## config.mk

```make
export PLATFORM = sky130hd
export DESIGN_NAME = u2_core_top
export DESIGN_NICKNAME = d
export VERILOG_FILES = /design/src/u2_pkg.sv /design/src/reg_bus_if.sv /design/src/host_bridge.sv /design/src/ctrl_regs.sv /design/src/vita_timer.sv /design/src/irq_ctrl.sv /design/src/readback_mux.sv /design/src/u2_core_top.sv
export SDC_FILE = /design/constraint.sdc
export NUM_CORES = 1
export LEC_CHECK = 0
export CAP_MARGIN = 20
export CORE_ASPECT_RATIO = 0.6
export CORE_UTILIZATION = 50
export CTS_BUF_LIST = sky130_fd_sc_hd__clkbuf_8
export CTS_CLUSTER_DIAMETER = 50
export DETAILED_ROUTE_END_ITERATION = 6
export DONT_BUFFER_PORTS = 1
export GPL_TIMING_DRIVEN = 0
export MAX_ROUTING_LAYER = met4
export PLACE_DENSITY = 0.77
export SYNTH_ARGS = -nofsm -noshare
export SYNTH_HDL_FRONTEND = slang
export SYNTH_HIERARCHICAL = 1
export SYNTH_SLANG_ARGS = --single-unit
export TNS_END_PERCENT = 5
```

## constraint.sdc

```tcl
create_clock -name dsp_clk -period 5.5 [get_ports dsp_clk]
set_clock_uncertainty 0.15 [all_clocks]
set_input_delay 1.65 -clock dsp_clk [delete_from_list [all_inputs] [get_ports dsp_clk]]
set_output_delay 1.65 -clock dsp_clk [all_outputs]
set_load 0.05 [all_outputs]
```

## src/u2_pkg.sv

```systemverilog
////////////////////////////////////////
// Radio core control package
// Register map, read words, widths and interrupt line order
////////////////////////////////////////

package u2_pkg;

   // Bus widths
   localparam int ADDR_W = 8;
   localparam int DATA_W = 32;

   // Interrupt lines and LEDs
   localparam int NUM_IRQ = 4;
   localparam int LED_W   = 8;

   // Interrupt line positions
   localparam int IRQ_PPS        = 0;
   localparam int IRQ_PHY        = 1;
   localparam int IRQ_CLK_STATUS = 2;
   localparam int IRQ_BUTTON     = 3;

   // Write register addresses
   typedef enum logic [ADDR_W-1:0] {
      CLK_CTRL   = 8'd0,
      SER_CTRL   = 8'd1,
      ADC_CTRL   = 8'd2,
      LED_SW     = 8'd3,
      PHY_CTRL   = 8'd4,
      LED_SRC    = 8'd8,
      TIME_SECS  = 8'd16,
      TIME_TICKS = 8'd17,
      TIME_LOAD  = 8'd18,
      IRQ_MASK   = 8'd24,
      IRQ_CLEAR  = 8'd25
   } reg_addr_e;

   // Readback addresses, anything else reads zero
   typedef enum logic [ADDR_W-1:0] {
      RB_CYCLES   = 8'd0,
      RB_SECS     = 8'd1,
      RB_TICKS    = 8'd2,
      RB_IRQ_PEND = 8'd3,
      RB_IRQ_MASK = 8'd4,
      RB_STRAPS   = 8'd5
   } rb_addr_e;

   // Host bridge FSM
   typedef enum logic [1:0] {
      IDLE,
      ISSUE,
      CAPTURE,
      ACK
   } bridge_state_e;

endpackage

```

## src/reg_bus_if.sv

```systemverilog
////////////////////////////////////////
// Internal register bus
// One-cycle strobe, registered read data
////////////////////////////////////////

`timescale 1ns/100ps

interface reg_bus_if;

   logic                      stb;
   logic                      we;
   logic [u2_pkg::ADDR_W-1:0] addr;
   logic [u2_pkg::DATA_W-1:0] wdata;
   logic [u2_pkg::DATA_W-1:0] rdata;

   // Host side
   modport master (
      output stb, we, addr, wdata,
      input  rdata
   );

   // Write decoders
   modport slave (
      input stb, we, addr, wdata
   );

   // Read data source
   modport reader (
      input  stb, we, addr,
      output rdata
   );

endinterface

```

## src/host_bridge.sv

```systemverilog
////////////////////////////////////////
// Host bridge
// Four-phase req/ack to one-cycle bus strobe
////////////////////////////////////////

`timescale 1ns/100ps

module host_bridge (
   input  logic                      dsp_clk,
   input  logic                      wb_rst,
   input  logic                      req_i,
   input  logic                      we_i,
   input  logic [u2_pkg::ADDR_W-1:0] addr_i,
   input  logic [u2_pkg::DATA_W-1:0] wdata_i,
   output logic                      ack_o,
   output logic [u2_pkg::DATA_W-1:0] rdata_o,
   reg_bus_if.master                 bus
);

   u2_pkg::bridge_state_e state;

   logic                      we_q;
   logic [u2_pkg::ADDR_W-1:0] addr_q;
   logic [u2_pkg::DATA_W-1:0] wdata_q;

   ////////////////////////////////////////
   // Handshake FSM
   always_ff @(posedge dsp_clk) begin
      if (wb_rst) begin
         state <= u2_pkg::IDLE;
         ack_o <= 1'b0;
      end else begin
         case (state)
            u2_pkg::IDLE: begin
               if (req_i)
                  state <= u2_pkg::ISSUE;
            end
            u2_pkg::ISSUE:   state <= u2_pkg::CAPTURE;
            u2_pkg::CAPTURE: state <= u2_pkg::ACK;
            u2_pkg::ACK: begin
               // Hold ack until the host lets go of req
               ack_o <= req_i;
               if (!req_i)
                  state <= u2_pkg::IDLE;
            end
            default: state <= u2_pkg::IDLE;
         endcase
      end
   end

   // Request fields, taken when a request is accepted
   always_ff @(posedge dsp_clk) begin
      if (state == u2_pkg::IDLE && req_i) begin
         we_q    <= we_i;
         addr_q  <= addr_i;
         wdata_q <= wdata_i;
      end
   end

   // Read word is valid the cycle after the strobe
   always_ff @(posedge dsp_clk) begin
      if (state == u2_pkg::CAPTURE)
         rdata_o <= bus.rdata;
   end

   ////////////////////////////////////////
   // Bus drive
   assign bus.stb   = (state == u2_pkg::ISSUE);
   assign bus.we    = we_q;
   assign bus.addr  = addr_q;
   assign bus.wdata = wdata_q;

endmodule

```

## src/ctrl_regs.sv

```systemverilog
////////////////////////////////////////
// Settings registers
// Clock, SERDES, ADC, PHY and LED control
////////////////////////////////////////

`timescale 1ns/100ps

module ctrl_regs (
   input  logic                     dsp_clk,
   input  logic                     wb_rst,
   reg_bus_if.slave                 bus,
   input  logic                     clk_status_i,
   input  logic                     link_up_i,
   output logic                     clock_ready_o,
   output logic [1:0]               clk_en_o,
   output logic [1:0]               clk_sel_o,
   output logic                     ser_enable_o,
   output logic                     ser_prbsen_o,
   output logic                     ser_loopen_o,
   output logic                     ser_rx_en_o,
   output logic                     adc_oe_a_o,
   output logic                     adc_on_a_o,
   output logic                     adc_oe_b_o,
   output logic                     adc_on_b_o,
   output logic                     phy_resetn_o,
   output logic [u2_pkg::LED_W-1:0] leds_o
);

   logic [4:0]               clk_ctrl;
   logic [3:0]               ser_ctrl;
   logic [3:0]               adc_ctrl;
   logic                     phy_reset;
   logic [u2_pkg::LED_W-1:0] led_sw;
   logic [u2_pkg::LED_W-1:0] led_src;
   logic [u2_pkg::LED_W-1:0] led_hw;

   always_ff @(posedge dsp_clk) begin
      if (wb_rst) begin
         clk_ctrl  <= '0;
         ser_ctrl  <= '0;
         adc_ctrl  <= '0;
         phy_reset <= 1'b0;
         led_sw    <= '0;
         led_src   <= '0;
      end else if (bus.stb && bus.we) begin
         case (bus.addr)
            u2_pkg::CLK_CTRL: clk_ctrl  <= bus.wdata[4:0];
            u2_pkg::SER_CTRL: ser_ctrl  <= bus.wdata[3:0];
            u2_pkg::ADC_CTRL: adc_ctrl  <= bus.wdata[3:0];
            u2_pkg::PHY_CTRL: phy_reset <= bus.wdata[0];
            u2_pkg::LED_SW:   led_sw    <= bus.wdata[u2_pkg::LED_W-1:0];
            u2_pkg::LED_SRC:  led_src   <= bus.wdata[u2_pkg::LED_W-1:0];
            default: ;
         endcase
      end
   end

   // Control line split
   assign {clock_ready_o, clk_en_o, clk_sel_o} = clk_ctrl;
   assign {ser_enable_o, ser_prbsen_o, ser_loopen_o, ser_rx_en_o} = ser_ctrl;
   assign {adc_oe_a_o, adc_on_a_o, adc_oe_b_o, adc_on_b_o} = adc_ctrl;
   assign phy_resetn_o = ~phy_reset;

   // LED source select, 1 picks hardware
   assign led_hw = {{(u2_pkg::LED_W-2){1'b0}}, clk_status_i, link_up_i};
   assign leds_o = (led_src & led_hw) | (~led_src & led_sw);

endmodule

```

## src/vita_timer.sv

```systemverilog
////////////////////////////////////////
// VITA time base
// Seconds and ticks with PPS timed load
////////////////////////////////////////

`timescale 1ns/100ps

module vita_timer #(
   parameter int unsigned TICKS_PER_SEC = 100000000
) (
   input  logic                      dsp_clk,
   input  logic                      wb_rst,
   reg_bus_if.slave                  bus,
   input  logic                      pps_i,
   output logic [u2_pkg::DATA_W-1:0] secs_o,
   output logic [u2_pkg::DATA_W-1:0] ticks_o,
   output logic                      pps_pulse_o
);

   localparam logic [u2_pkg::DATA_W-1:0] LAST_TICK = TICKS_PER_SEC - 1;

   logic [u2_pkg::DATA_W-1:0] staged_secs;
   logic [u2_pkg::DATA_W-1:0] staged_ticks;
   logic [1:0]                pps_sync;
   logic                      pps_last;
   logic                      armed;
   logic                      wr_load;
   logic                      do_load;

   assign wr_load = bus.stb && bus.we && (bus.addr == u2_pkg::TIME_LOAD);
   assign do_load = (wr_load && bus.wdata[0]) || (armed && pps_pulse_o);

   // Staged time from the host
   always_ff @(posedge dsp_clk) begin
      if (bus.stb && bus.we && bus.addr == u2_pkg::TIME_SECS)
         staged_secs <= bus.wdata;
      if (bus.stb && bus.we && bus.addr == u2_pkg::TIME_TICKS)
         staged_ticks <= bus.wdata;
   end

   ////////////////////////////////////////
   // PPS edge detect and time counter
   always_ff @(posedge dsp_clk) begin
      if (wb_rst) begin
         pps_sync    <= '0;
         pps_last    <= 1'b0;
         pps_pulse_o <= 1'b0;
         armed       <= 1'b0;
         secs_o      <= '0;
         ticks_o     <= '0;
      end else begin
         pps_sync    <= {pps_sync[0], pps_i};
         pps_last    <= pps_sync[1];
         pps_pulse_o <= pps_sync[1] & ~pps_last;
         // bit 0 clear arms the load for the next PPS
         if (wr_load)
            armed <= ~bus.wdata[0];
         else if (armed && pps_pulse_o)
            armed <= 1'b0;
         if (do_load) begin
            secs_o  <= staged_secs;
            ticks_o <= staged_ticks;
         end else if (ticks_o == LAST_TICK) begin
            ticks_o <= '0;
            secs_o  <= secs_o + 1'b1;
         end else begin
            ticks_o <= ticks_o + 1'b1;
         end
      end
   end

endmodule

```

## src/irq_ctrl.sv

```systemverilog
////////////////////////////////////////
// Interrupt controller
// Edge-set pending bits with mask
////////////////////////////////////////

`timescale 1ns/100ps

module irq_ctrl (
   input  logic                       dsp_clk,
   input  logic                       wb_rst,
   reg_bus_if.slave                   bus,
   input  logic                       pps_pulse_i,
   input  logic                       phy_int_n_i,
   input  logic                       clk_status_i,
   input  logic                       button_i,
   output logic [u2_pkg::NUM_IRQ-1:0] pending_o,
   output logic [u2_pkg::NUM_IRQ-1:0] mask_o,
   output logic                       irq_o
);

   logic [u2_pkg::NUM_IRQ-1:0] irq_lines;
   logic [u2_pkg::NUM_IRQ-1:0] lines_q;
   logic [u2_pkg::NUM_IRQ-1:0] lines_prev;
   logic [u2_pkg::NUM_IRQ-1:0] rise;
   logic [u2_pkg::NUM_IRQ-1:0] clr;

   // Line order from the package, PHY is active low
   always_comb begin
      irq_lines = '0;
      irq_lines[u2_pkg::IRQ_PPS]        = pps_pulse_i;
      irq_lines[u2_pkg::IRQ_PHY]        = ~phy_int_n_i;
      irq_lines[u2_pkg::IRQ_CLK_STATUS] = clk_status_i;
      irq_lines[u2_pkg::IRQ_BUTTON]     = button_i;
   end

   assign rise = lines_q & ~lines_prev;
   assign clr  = (bus.stb && bus.we && bus.addr == u2_pkg::IRQ_CLEAR) ?
                 bus.wdata[u2_pkg::NUM_IRQ-1:0] : '0;

   always_ff @(posedge dsp_clk) begin
      if (wb_rst) begin
         lines_q    <= '0;
         lines_prev <= '0;
         pending_o  <= '0;
         mask_o     <= '0;
         irq_o      <= 1'b0;
      end else begin
         lines_q    <= irq_lines;
         lines_prev <= lines_q;
         // A new edge wins over a clear in the same cycle
         pending_o  <= (pending_o & ~clr) | rise;
         if (bus.stb && bus.we && bus.addr == u2_pkg::IRQ_MASK)
            mask_o <= bus.wdata[u2_pkg::NUM_IRQ-1:0];
         irq_o <= |(pending_o & mask_o);
      end
   end

endmodule

```

## src/readback_mux.sv

```systemverilog
////////////////////////////////////////
// Readback mux
// Registered status words and cycle count
////////////////////////////////////////

`timescale 1ns/100ps

module readback_mux (
   input  logic                       dsp_clk,
   input  logic                       wb_rst,
   reg_bus_if.reader                  bus,
   input  logic [u2_pkg::DATA_W-1:0]  secs_i,
   input  logic [u2_pkg::DATA_W-1:0]  ticks_i,
   input  logic [u2_pkg::NUM_IRQ-1:0] pending_i,
   input  logic [u2_pkg::NUM_IRQ-1:0] mask_i,
   input  logic                       sim_mode_i,
   input  logic [3:0]                 clock_divider_i
);

   logic [u2_pkg::DATA_W-1:0] cycle_count;

   // Free-running from reset
   always_ff @(posedge dsp_clk) begin
      if (wb_rst)
         cycle_count <= '0;
      else
         cycle_count <= cycle_count + 1'b1;
   end

   // Word held until the next read strobe
   always_ff @(posedge dsp_clk) begin
      if (wb_rst) begin
         bus.rdata <= '0;
      end else if (bus.stb && !bus.we) begin
         case (bus.addr)
            u2_pkg::RB_CYCLES:   bus.rdata <= cycle_count;
            u2_pkg::RB_SECS:     bus.rdata <= secs_i;
            u2_pkg::RB_TICKS:    bus.rdata <= ticks_i;
            u2_pkg::RB_IRQ_PEND:
               bus.rdata <= {{(u2_pkg::DATA_W-u2_pkg::NUM_IRQ){1'b0}}, pending_i};
            u2_pkg::RB_IRQ_MASK:
               bus.rdata <= {{(u2_pkg::DATA_W-u2_pkg::NUM_IRQ){1'b0}}, mask_i};
            u2_pkg::RB_STRAPS:   bus.rdata <= {sim_mode_i, 27'b0, clock_divider_i};
            default:             bus.rdata <= '0;
         endcase
      end
   end

endmodule

```

## src/u2_core_top.sv

```systemverilog
////////////////////////////////////////
// Radio core control and status top
// Host port, settings, VITA time, interrupts
////////////////////////////////////////

`timescale 1ns/100ps

module u2_core_top #(
   parameter int unsigned TICKS_PER_SEC = 100000000
) (
   input  logic                      dsp_clk,
   input  logic                      wb_rst,
   // Host port
   input  logic                      host_req_i,
   input  logic                      host_we_i,
   input  logic [u2_pkg::ADDR_W-1:0] host_addr_i,
   input  logic [u2_pkg::DATA_W-1:0] host_wdata_i,
   output logic                      host_ack_o,
   output logic [u2_pkg::DATA_W-1:0] host_rdata_o,
   // Status inputs
   input  logic                      pps_i,
   input  logic                      clk_status_i,
   input  logic                      link_up_i,
   input  logic                      phy_int_n_i,
   input  logic                      button_i,
   input  logic                      sim_mode_i,
   input  logic [3:0]                clock_divider_i,
   // Control outputs
   output logic                      clock_ready_o,
   output logic [1:0]                clk_en_o,
   output logic [1:0]                clk_sel_o,
   output logic                      ser_enable_o,
   output logic                      ser_prbsen_o,
   output logic                      ser_loopen_o,
   output logic                      ser_rx_en_o,
   output logic                      adc_oe_a_o,
   output logic                      adc_on_a_o,
   output logic                      adc_oe_b_o,
   output logic                      adc_on_b_o,
   output logic                      phy_resetn_o,
   output logic [u2_pkg::LED_W-1:0]  leds_o,
   output logic                      irq_o
);

   reg_bus_if bus ();

   logic [u2_pkg::DATA_W-1:0]  secs;
   logic [u2_pkg::DATA_W-1:0]  ticks;
   logic                       pps_pulse;
   logic [u2_pkg::NUM_IRQ-1:0] pending;
   logic [u2_pkg::NUM_IRQ-1:0] mask;

   host_bridge u_host_bridge (
      .dsp_clk (dsp_clk),      .wb_rst  (wb_rst),
      .req_i   (host_req_i),   .we_i    (host_we_i),
      .addr_i  (host_addr_i),  .wdata_i (host_wdata_i),
      .ack_o   (host_ack_o),   .rdata_o (host_rdata_o),
      .bus     (bus.master)
   );

   ctrl_regs u_ctrl_regs (
      .dsp_clk       (dsp_clk),       .wb_rst        (wb_rst),
      .bus           (bus.slave),
      .clk_status_i  (clk_status_i),  .link_up_i     (link_up_i),
      .clock_ready_o (clock_ready_o), .clk_en_o      (clk_en_o),
      .clk_sel_o     (clk_sel_o),     .ser_enable_o  (ser_enable_o),
      .ser_prbsen_o  (ser_prbsen_o),  .ser_loopen_o  (ser_loopen_o),
      .ser_rx_en_o   (ser_rx_en_o),   .adc_oe_a_o    (adc_oe_a_o),
      .adc_on_a_o    (adc_on_a_o),    .adc_oe_b_o    (adc_oe_b_o),
      .adc_on_b_o    (adc_on_b_o),    .phy_resetn_o  (phy_resetn_o),
      .leds_o        (leds_o)
   );

   vita_timer #(.TICKS_PER_SEC(TICKS_PER_SEC)) u_vita_timer (
      .dsp_clk (dsp_clk), .wb_rst (wb_rst), .bus (bus.slave), .pps_i (pps_i),
      .secs_o  (secs),    .ticks_o (ticks), .pps_pulse_o (pps_pulse)
   );

   irq_ctrl u_irq_ctrl (
      .dsp_clk      (dsp_clk),      .wb_rst      (wb_rst),
      .bus          (bus.slave),    .pps_pulse_i (pps_pulse),
      .phy_int_n_i  (phy_int_n_i),  .clk_status_i (clk_status_i),
      .button_i     (button_i),     .pending_o   (pending),
      .mask_o       (mask),         .irq_o       (irq_o)
   );

   readback_mux u_readback_mux (
      .dsp_clk    (dsp_clk),    .wb_rst          (wb_rst),
      .bus        (bus.reader), .secs_i          (secs),
      .ticks_i    (ticks),      .pending_i       (pending),
      .mask_i     (mask),       .sim_mode_i      (sim_mode_i),
      .clock_divider_i (clock_divider_i)
   );

endmodule

```

==> results_dict.tcl, run 1 <==
set metrics [dict create \
    status "complete, no violations" \
    seq_area_frac_synth_pct 57.7 \
    cp.arrival_ns 2.03 \
    cts.sinks 320 \
    pin_count 110 \
    ys.flop_type "dfxtp_1" \
    synth_seq_cells 320 \
    required_ns 3.70 \
    clk_path_buf_depth 3 \
    setup_tns_ns 0 \
    yosysTopAreaCellShare_pct 30.5 \
    drtAntennaViolNets 0 \
    worst_hold_path.endpoint "u_vita_timer/pps_pulse_o" \
    syn_area_per_cell_um2 11.2 \
    gr-total-overflow 0 \
    cts_made_buffers 46 \
    hp-start "u_vita_timer/pps_last" \
    nNetsFinal 1326 \
    syn_area_mm2 0.0135 \
    register_area_mm2 0.00778 \
    reg2reg_to "u_vita_timer/ticks_o[26]" \
    fmax_mhz 261 \
    via_per_inst 6.15 \
    drt_first_pass_iters 6 \
    cts_tree "built" \
    critPathMaxFanout 1 \
    finalCriticalPeriod_ns 3.83 \
    cts.clk_slew.worst_paths_ns 0.06 \
    synth_edf_count 137 \
    yosysTopAreaCell "edfxtp_1" \
    synthCells 1206 \
    multi_input_comb_area_mm2 0.00535 \
    whs_path_depth 1 \
    die_h_um 129 \
    dp_hpwl_um 26300 \
    ys_warn_count 6 \
    start_kind "primary input" \
    synth_nets 1267 \
    rows 46 \
    io_buffers 0 \
    path_class "in -> out" \
    vias 10200 \
    dieArea_mm2 0.0276 \
    cp_slowest_cell "mux2_2" \
    r2r_start "u_host_bridge/bus.addr[7]" \
    initial_core_util_pct 51.0 \
    hold_class "reg -> reg" \
    synth_common_cells "dfxtp_1 (183), edfxtp_1 (137), nand2_1 (83), nor2_1 (70), o21ai_0 (64)" \
    max_cap_violations 0 \
    grt_pass1_wl_um 53400 \
    stdcell_count 1662 \
    postCtsHoldBufs 0 \
    setup_slack_ns 1.67 \
    synth.most_common_cell "dfxtp_1" \
    drive_gt1_share_pct 9.29 \
    gp_congestion 0.978 \
    area_growth_pct 11.0 \
    path_buf_inv 0 \
    drcViolationCount 0 \
    htree_levels 2 \
    worst_pin_slew_ns 1.05 \
    cp_cell_sequence "mux2_2" \
    insertion_delay_ns 0.58 \
    first_iter_violations 1549 \
    power_density_mw_per_mm2 324 \
    synthArstFlopShare_pct 0 \
    place_inst 1575 \
    cts_resized 0 \
    fillers 2228 \
    synth_cell_type_count 66 \
    finalHoldViolCount 0 \
    fin_crit_sh_pct 69.7 \
    slew_headroom_pct 29.8 \
    pre_cts_slack_ns 1.67 \
    coreArea_mm2 0.0264 \
    grtUsageTotal_pct 26.2 \
    antenna_found_initial 0 \
    rr_worst_depth 6 \
    grt_pass1_vias 9025 \
    ir_drop_mv 0.263 \
    setup_viol 0 \
    fp.dieW_um 214 \
    drt_wl_total_um 36100 \
    power.total_mw 4.85 \
    cp-end-kind "output port" \
    synthTopCellsByArea "edfxtp_1 (31%), dfxtp_1 (27%), mux2i_1 (3.0%), nand2b_1 (2.5%), o21ai_0 (2.4%)" \
    root_buffer "clkbuf_8" \
    reg2reg_slack_ns 1.68 \
    cpPeakStageDelay_ns 0.38 \
    slew_violations 0 \
    grt_max_degree 42 \
    critical-path-top-delay-family "multiplexers" \
    wl_per_cell_um 21.7 \
    rsz0062_at_grt "false" \
    p_leak_nw 5.05 \
    antennaDiodeCount 0 \
    postCtsSetupBuffers 0 \
]
==> cell type report <==
| type | instances | area share, % |
|---|---|---|
| sequential | 320 | 52.0 |
| buffer | 69 | 2.02 |
| inverter | 18 | 0.452 |
| tap | 360 | 3.01 |
| clock buffer | 53 | 4.88 |
| timing repair buffer | 11 | 0.937 |
| multi-input combinational | 799 | 35.8 |
| clock inverter | 32 | 0.904 |
==> layout by cell type (no fill, tap or decap), types with 53 or more instances in the layout <==
cell,count
o21ai_0,64
nor2_1,70
clkbuf_8,53
dfxtp_1,183
nand2_1,83
clkbuf_1,56
edfxtp_1,137
nand2b_1,54
nand3_1,57
==> how the worst max path moves through the flow <==
| stage | cells after the start | end | start |
|---|---|---|---|
| 6_report | 1 | leds_o[0] | link_up_i |
| 5_1_grt | 1 | leds_o[0] | link_up_i |
| 4_1_cts | 1 | leds_o[0] | link_up_i |
| 3_5_place_dp | 1 | leds_o[0] | link_up_i |
| 3_3_place_gp | 3 | u_vita_timer/staged_ticks[22] | u_host_bridge/bus.addr[7] |
| 2_1_floorplan | 3 | u_vita_timer/staged_ticks[0] | u_host_bridge/bus.addr[7] |
==> logic make-up after synthesis <==
kind of cell / count (synthesis) / synth area share [%]
muxes: 51 / 3.88
AOI/OAI and AO/OA: 242 / 12.5
adders and majority gates: 7 / 0.650
DFF: 320 / 57.7
buffers and inverters: 87 / 2.74
and+or+nand+nor: 454 / 19.6
xor gates and xnor gates: 45 / 2.93
==> metrics by stage <==
stage	util (%)	hold slack [ns]	cell area, µm²
6_report	56.6	0.232	15000
5_1_grt	56.6	0.246	15000
4_1_cts	56.5	0.234	14900
3_5_place_dp	53.2	0.227	14100
3_3_place_gp	52.7	0.225	13900
2_1_floorplan	-	0.217	13500
==> state kept, by name (all words and copies together) (netlist names), 32 cells and up <==
register and flops:
u_host_bridge/bus.wdata 32, u_host_bridge/rdata_o 32, u_readback_mux/bus.rdata 32, u_readback_mux/cycle_count 32, u_vita_timer/secs_o 32, u_vita_timer/staged_secs 32
u_vita_timer/staged_ticks 32, u_vita_timer/ticks_o 32
==> per-layer routing <==
metal / up-vias / track usage (%) / part of all wire (%)
li1: 4676 / - / -
met1: 4916 / 39.7 / 47
met2: 564 / 33.3 / 38
met3: 71 / 7.42 / 12
met4: 0 / 6.64 / 1.9
met5: - / - / 0
==> report_power, final <==
part | switching, mW | internal [mW]
Clock | 0.909 | 0.881
Combinational | 0.175 | 0.0898
Sequential | 0.181 | 2.61
Total | 1.26 | 3.58
Power figures use the tool's default switching activity.
==> run 2, diff against run 1 <==
--- a/config.mk
+++ b/config.mk
@@ -14,7 +14,7 @@
 export DONT_BUFFER_PORTS = 1
 export GPL_TIMING_DRIVEN = 0
 export MAX_ROUTING_LAYER = met4
-export PLACE_DENSITY = 0.77
+export PLACE_DENSITY = 0.8
 export SYNTH_ARGS = -nofsm -noshare
 export SYNTH_HDL_FRONTEND = slang
 export SYNTH_HIERARCHICAL = 1
==> constraint.sdc (replaced) <==
create_clock -name dsp_clk -period 3.1 [get_ports dsp_clk]
set_clock_uncertainty 0.15 [all_clocks]
set_input_delay 0.93 -clock dsp_clk [delete_from_list [all_inputs] [get_ports dsp_clk]]
set_output_delay 0.93 -clock dsp_clk [all_outputs]
set_load 0.05 [all_outputs]
==> run 2 against run 1 <==
Register-to-register slack worse by 1.7 ns. First-iteration DRC count up 2.8%. Worst hold slack lost 0.0028 ns. Final cell count down 0.30%. Final area grew 0.86%. Total power grew 83%. Sequential share of layout area decreased by 0.39 points. Global-route usage grew 0.17 points. Flip-flop and latch count unchanged. Largest cell class unchanged. Highest routed layer unchanged.
==> results_dict.tcl, run 2 (synthesized netlist as in run 1, its figures left out) <==
set metrics [dict create \
    max_cap_violations 0 \
    rsz0062_at_grt "true" \
    pre_cts_slack_ns -0.558 \
    wl_per_cell_um 21.9 \
    drt_wl_total_um 36200 \
    cp.arrival_ns 3.43 \
    dp_hpwl_um 25900 \
    drcViolationCount 0 \
    postCtsHoldBufs 0 \
    drive_gt1_share_pct 10.3 \
    drt_first_pass_iters 6 \
    area_growth_pct 11.9 \
    via_per_inst 6.27 \
    cts.clk_slew.worst_paths_ns 0.07 \
    die_h_um 129 \
    cts_made_buffers 45 \
    final_cell_mix "dfxtp_1 (177), edfxtp_1 (137), nand2_1 (83), nor2_1 (69), o21ai_0 (64)" \
    status "complete, no violations" \
    worst_pin_slew_ns 1.03 \
    finalHoldViolCount 0 \
    fp.dieW_um 214 \
    gp_congestion 1.01 \
    cts.sinks 320 \
    insertion_delay_ns 0.59 \
    path_class "reg -> reg" \
    first_iter_violations 1592 \
    io_buffers 0 \
    grtUsageTotal_pct 26.4 \
    coreArea_mm2 0.0264 \
    setup_viol 0 \
    drtAntennaViolNets 0 \
    initial_core_util_pct 51.0 \
    critPathMaxFanout 7 \
    required_ns 3.45 \
    cp-end-kind "flop" \
    hold_class "reg -> reg" \
    clk_path_buf_depth 3 \
    dieArea_mm2 0.0276 \
    fmax_mhz 325 \
    grt_pass1_vias 9216 \
    root_buffer "clkbuf_8" \
    cts_tree "built" \
    setup_tns_ns 0 \
    grt_pass1_wl_um 54000 \
    slew_headroom_pct 31.4 \
    pin_count 110 \
    htree_levels 2 \
    power_density_mw_per_mm2 588 \
    nNetsFinal 1320 \
    slew_violations 0 \
    gr-total-overflow 0 \
    finalCriticalPeriod_ns 3.08 \
    p_leak_nw 5.11 \
    start_kind "flop" \
    final_core_util_pct 57.1 \
    fin_crit_sh_pct 99.4 \
    vias 10400 \
    grt_max_degree 42 \
    fillers 2235 \
    final_common_cell "dfxtp_1" \
    register_area_mm2 0.00778 \
    setup_slack_ns 0.0193 \
    antenna_found_initial 1 \
    rows 46 \
    ir_drop_mv 0.386 \
    multi_input_comb_area_mm2 0.00545 \
]
==> run 2: changes by cell type in the layout (fill, tap and decap cells not counted), sizes merged, moves of 3 or more <==
cell	change
clkinv	+6
buf	-3
inv	-7
bufinv	+4
clkbuf	-4
==> run 2: worst paths after layout <==
kind,startpoint,to,slack (ns),cells after the start
worst max-delay path,u_vita_timer/ticks_o[13],u_vita_timer/secs_o[29],0.02,5
worst min-delay path,u_vita_timer/pps_last,u_vita_timer/pps_pulse_o,0.23,1
worst max register to register,u_vita_timer/ticks_o[13],u_vita_timer/secs_o[29],0.02,5
worst min register to register,u_vita_timer/pps_last,u_vita_timer/pps_pulse_o,0.23,1
==> run 2: metrics by stage <==
step	hold WS [ns]	area (µm²)	cells	total power, mW
final	0.230	15100	1657	8.87
after global routing	0.238	15100	1657	9.17
after CTS	0.233	15000	1654	8.90
after detailed placement	0.228	14000	1569	5.49
after global placement	0.223	13900	1566	5.46
after floorplan	0.217	13500	1206	5.31
==> run 2: cell type report <==
class	count	share of cell area [%]
clock buffer	50	4.56
tap	360	2.99
buffer	67	1.92
inverter	18	0.448
antenna	1	0.0166
clock inverter	34	1.61
sequential	320	51.6
timing repair buffer	8	0.714
multi-input combinational	799	36.1
==> run 2: timing repair <==
item	in CTS	in global routing
pin swaps	1	2
endpoints found under the setup margin	53	64
resized for setup	13	14
setup buffers	1	1
==> run 2: critical path: stages (launching register included) <==
cell	delay [ns]
dfxtp_2	0.42
or4b_4	0.49
nor4_2	0.51
nand4_1	0.51
or4_1	0.66
a311oi_1	0.27
==> run 2: power breakdown <==
part	internal [mW]	total [mW]	switching [mW]
Combinational	0.155	0.471	0.316
Sequential	4.63	4.96	0.325
Clock	1.82	3.44	1.62
Total	6.61	8.87	2.26
==> run 2: per-layer routing <==
layer | vias to the layer above | share of wire [%] | GRT usage (%)
met5 | - | 0 | -
met2 | 677 | 39 | 33.5
met1 | 4984 | 46 | 40.1
met4 | 0 | 1.9 | 6.90
met3 | 66 | 14 | 7.30
li1 | 4661 | - | -
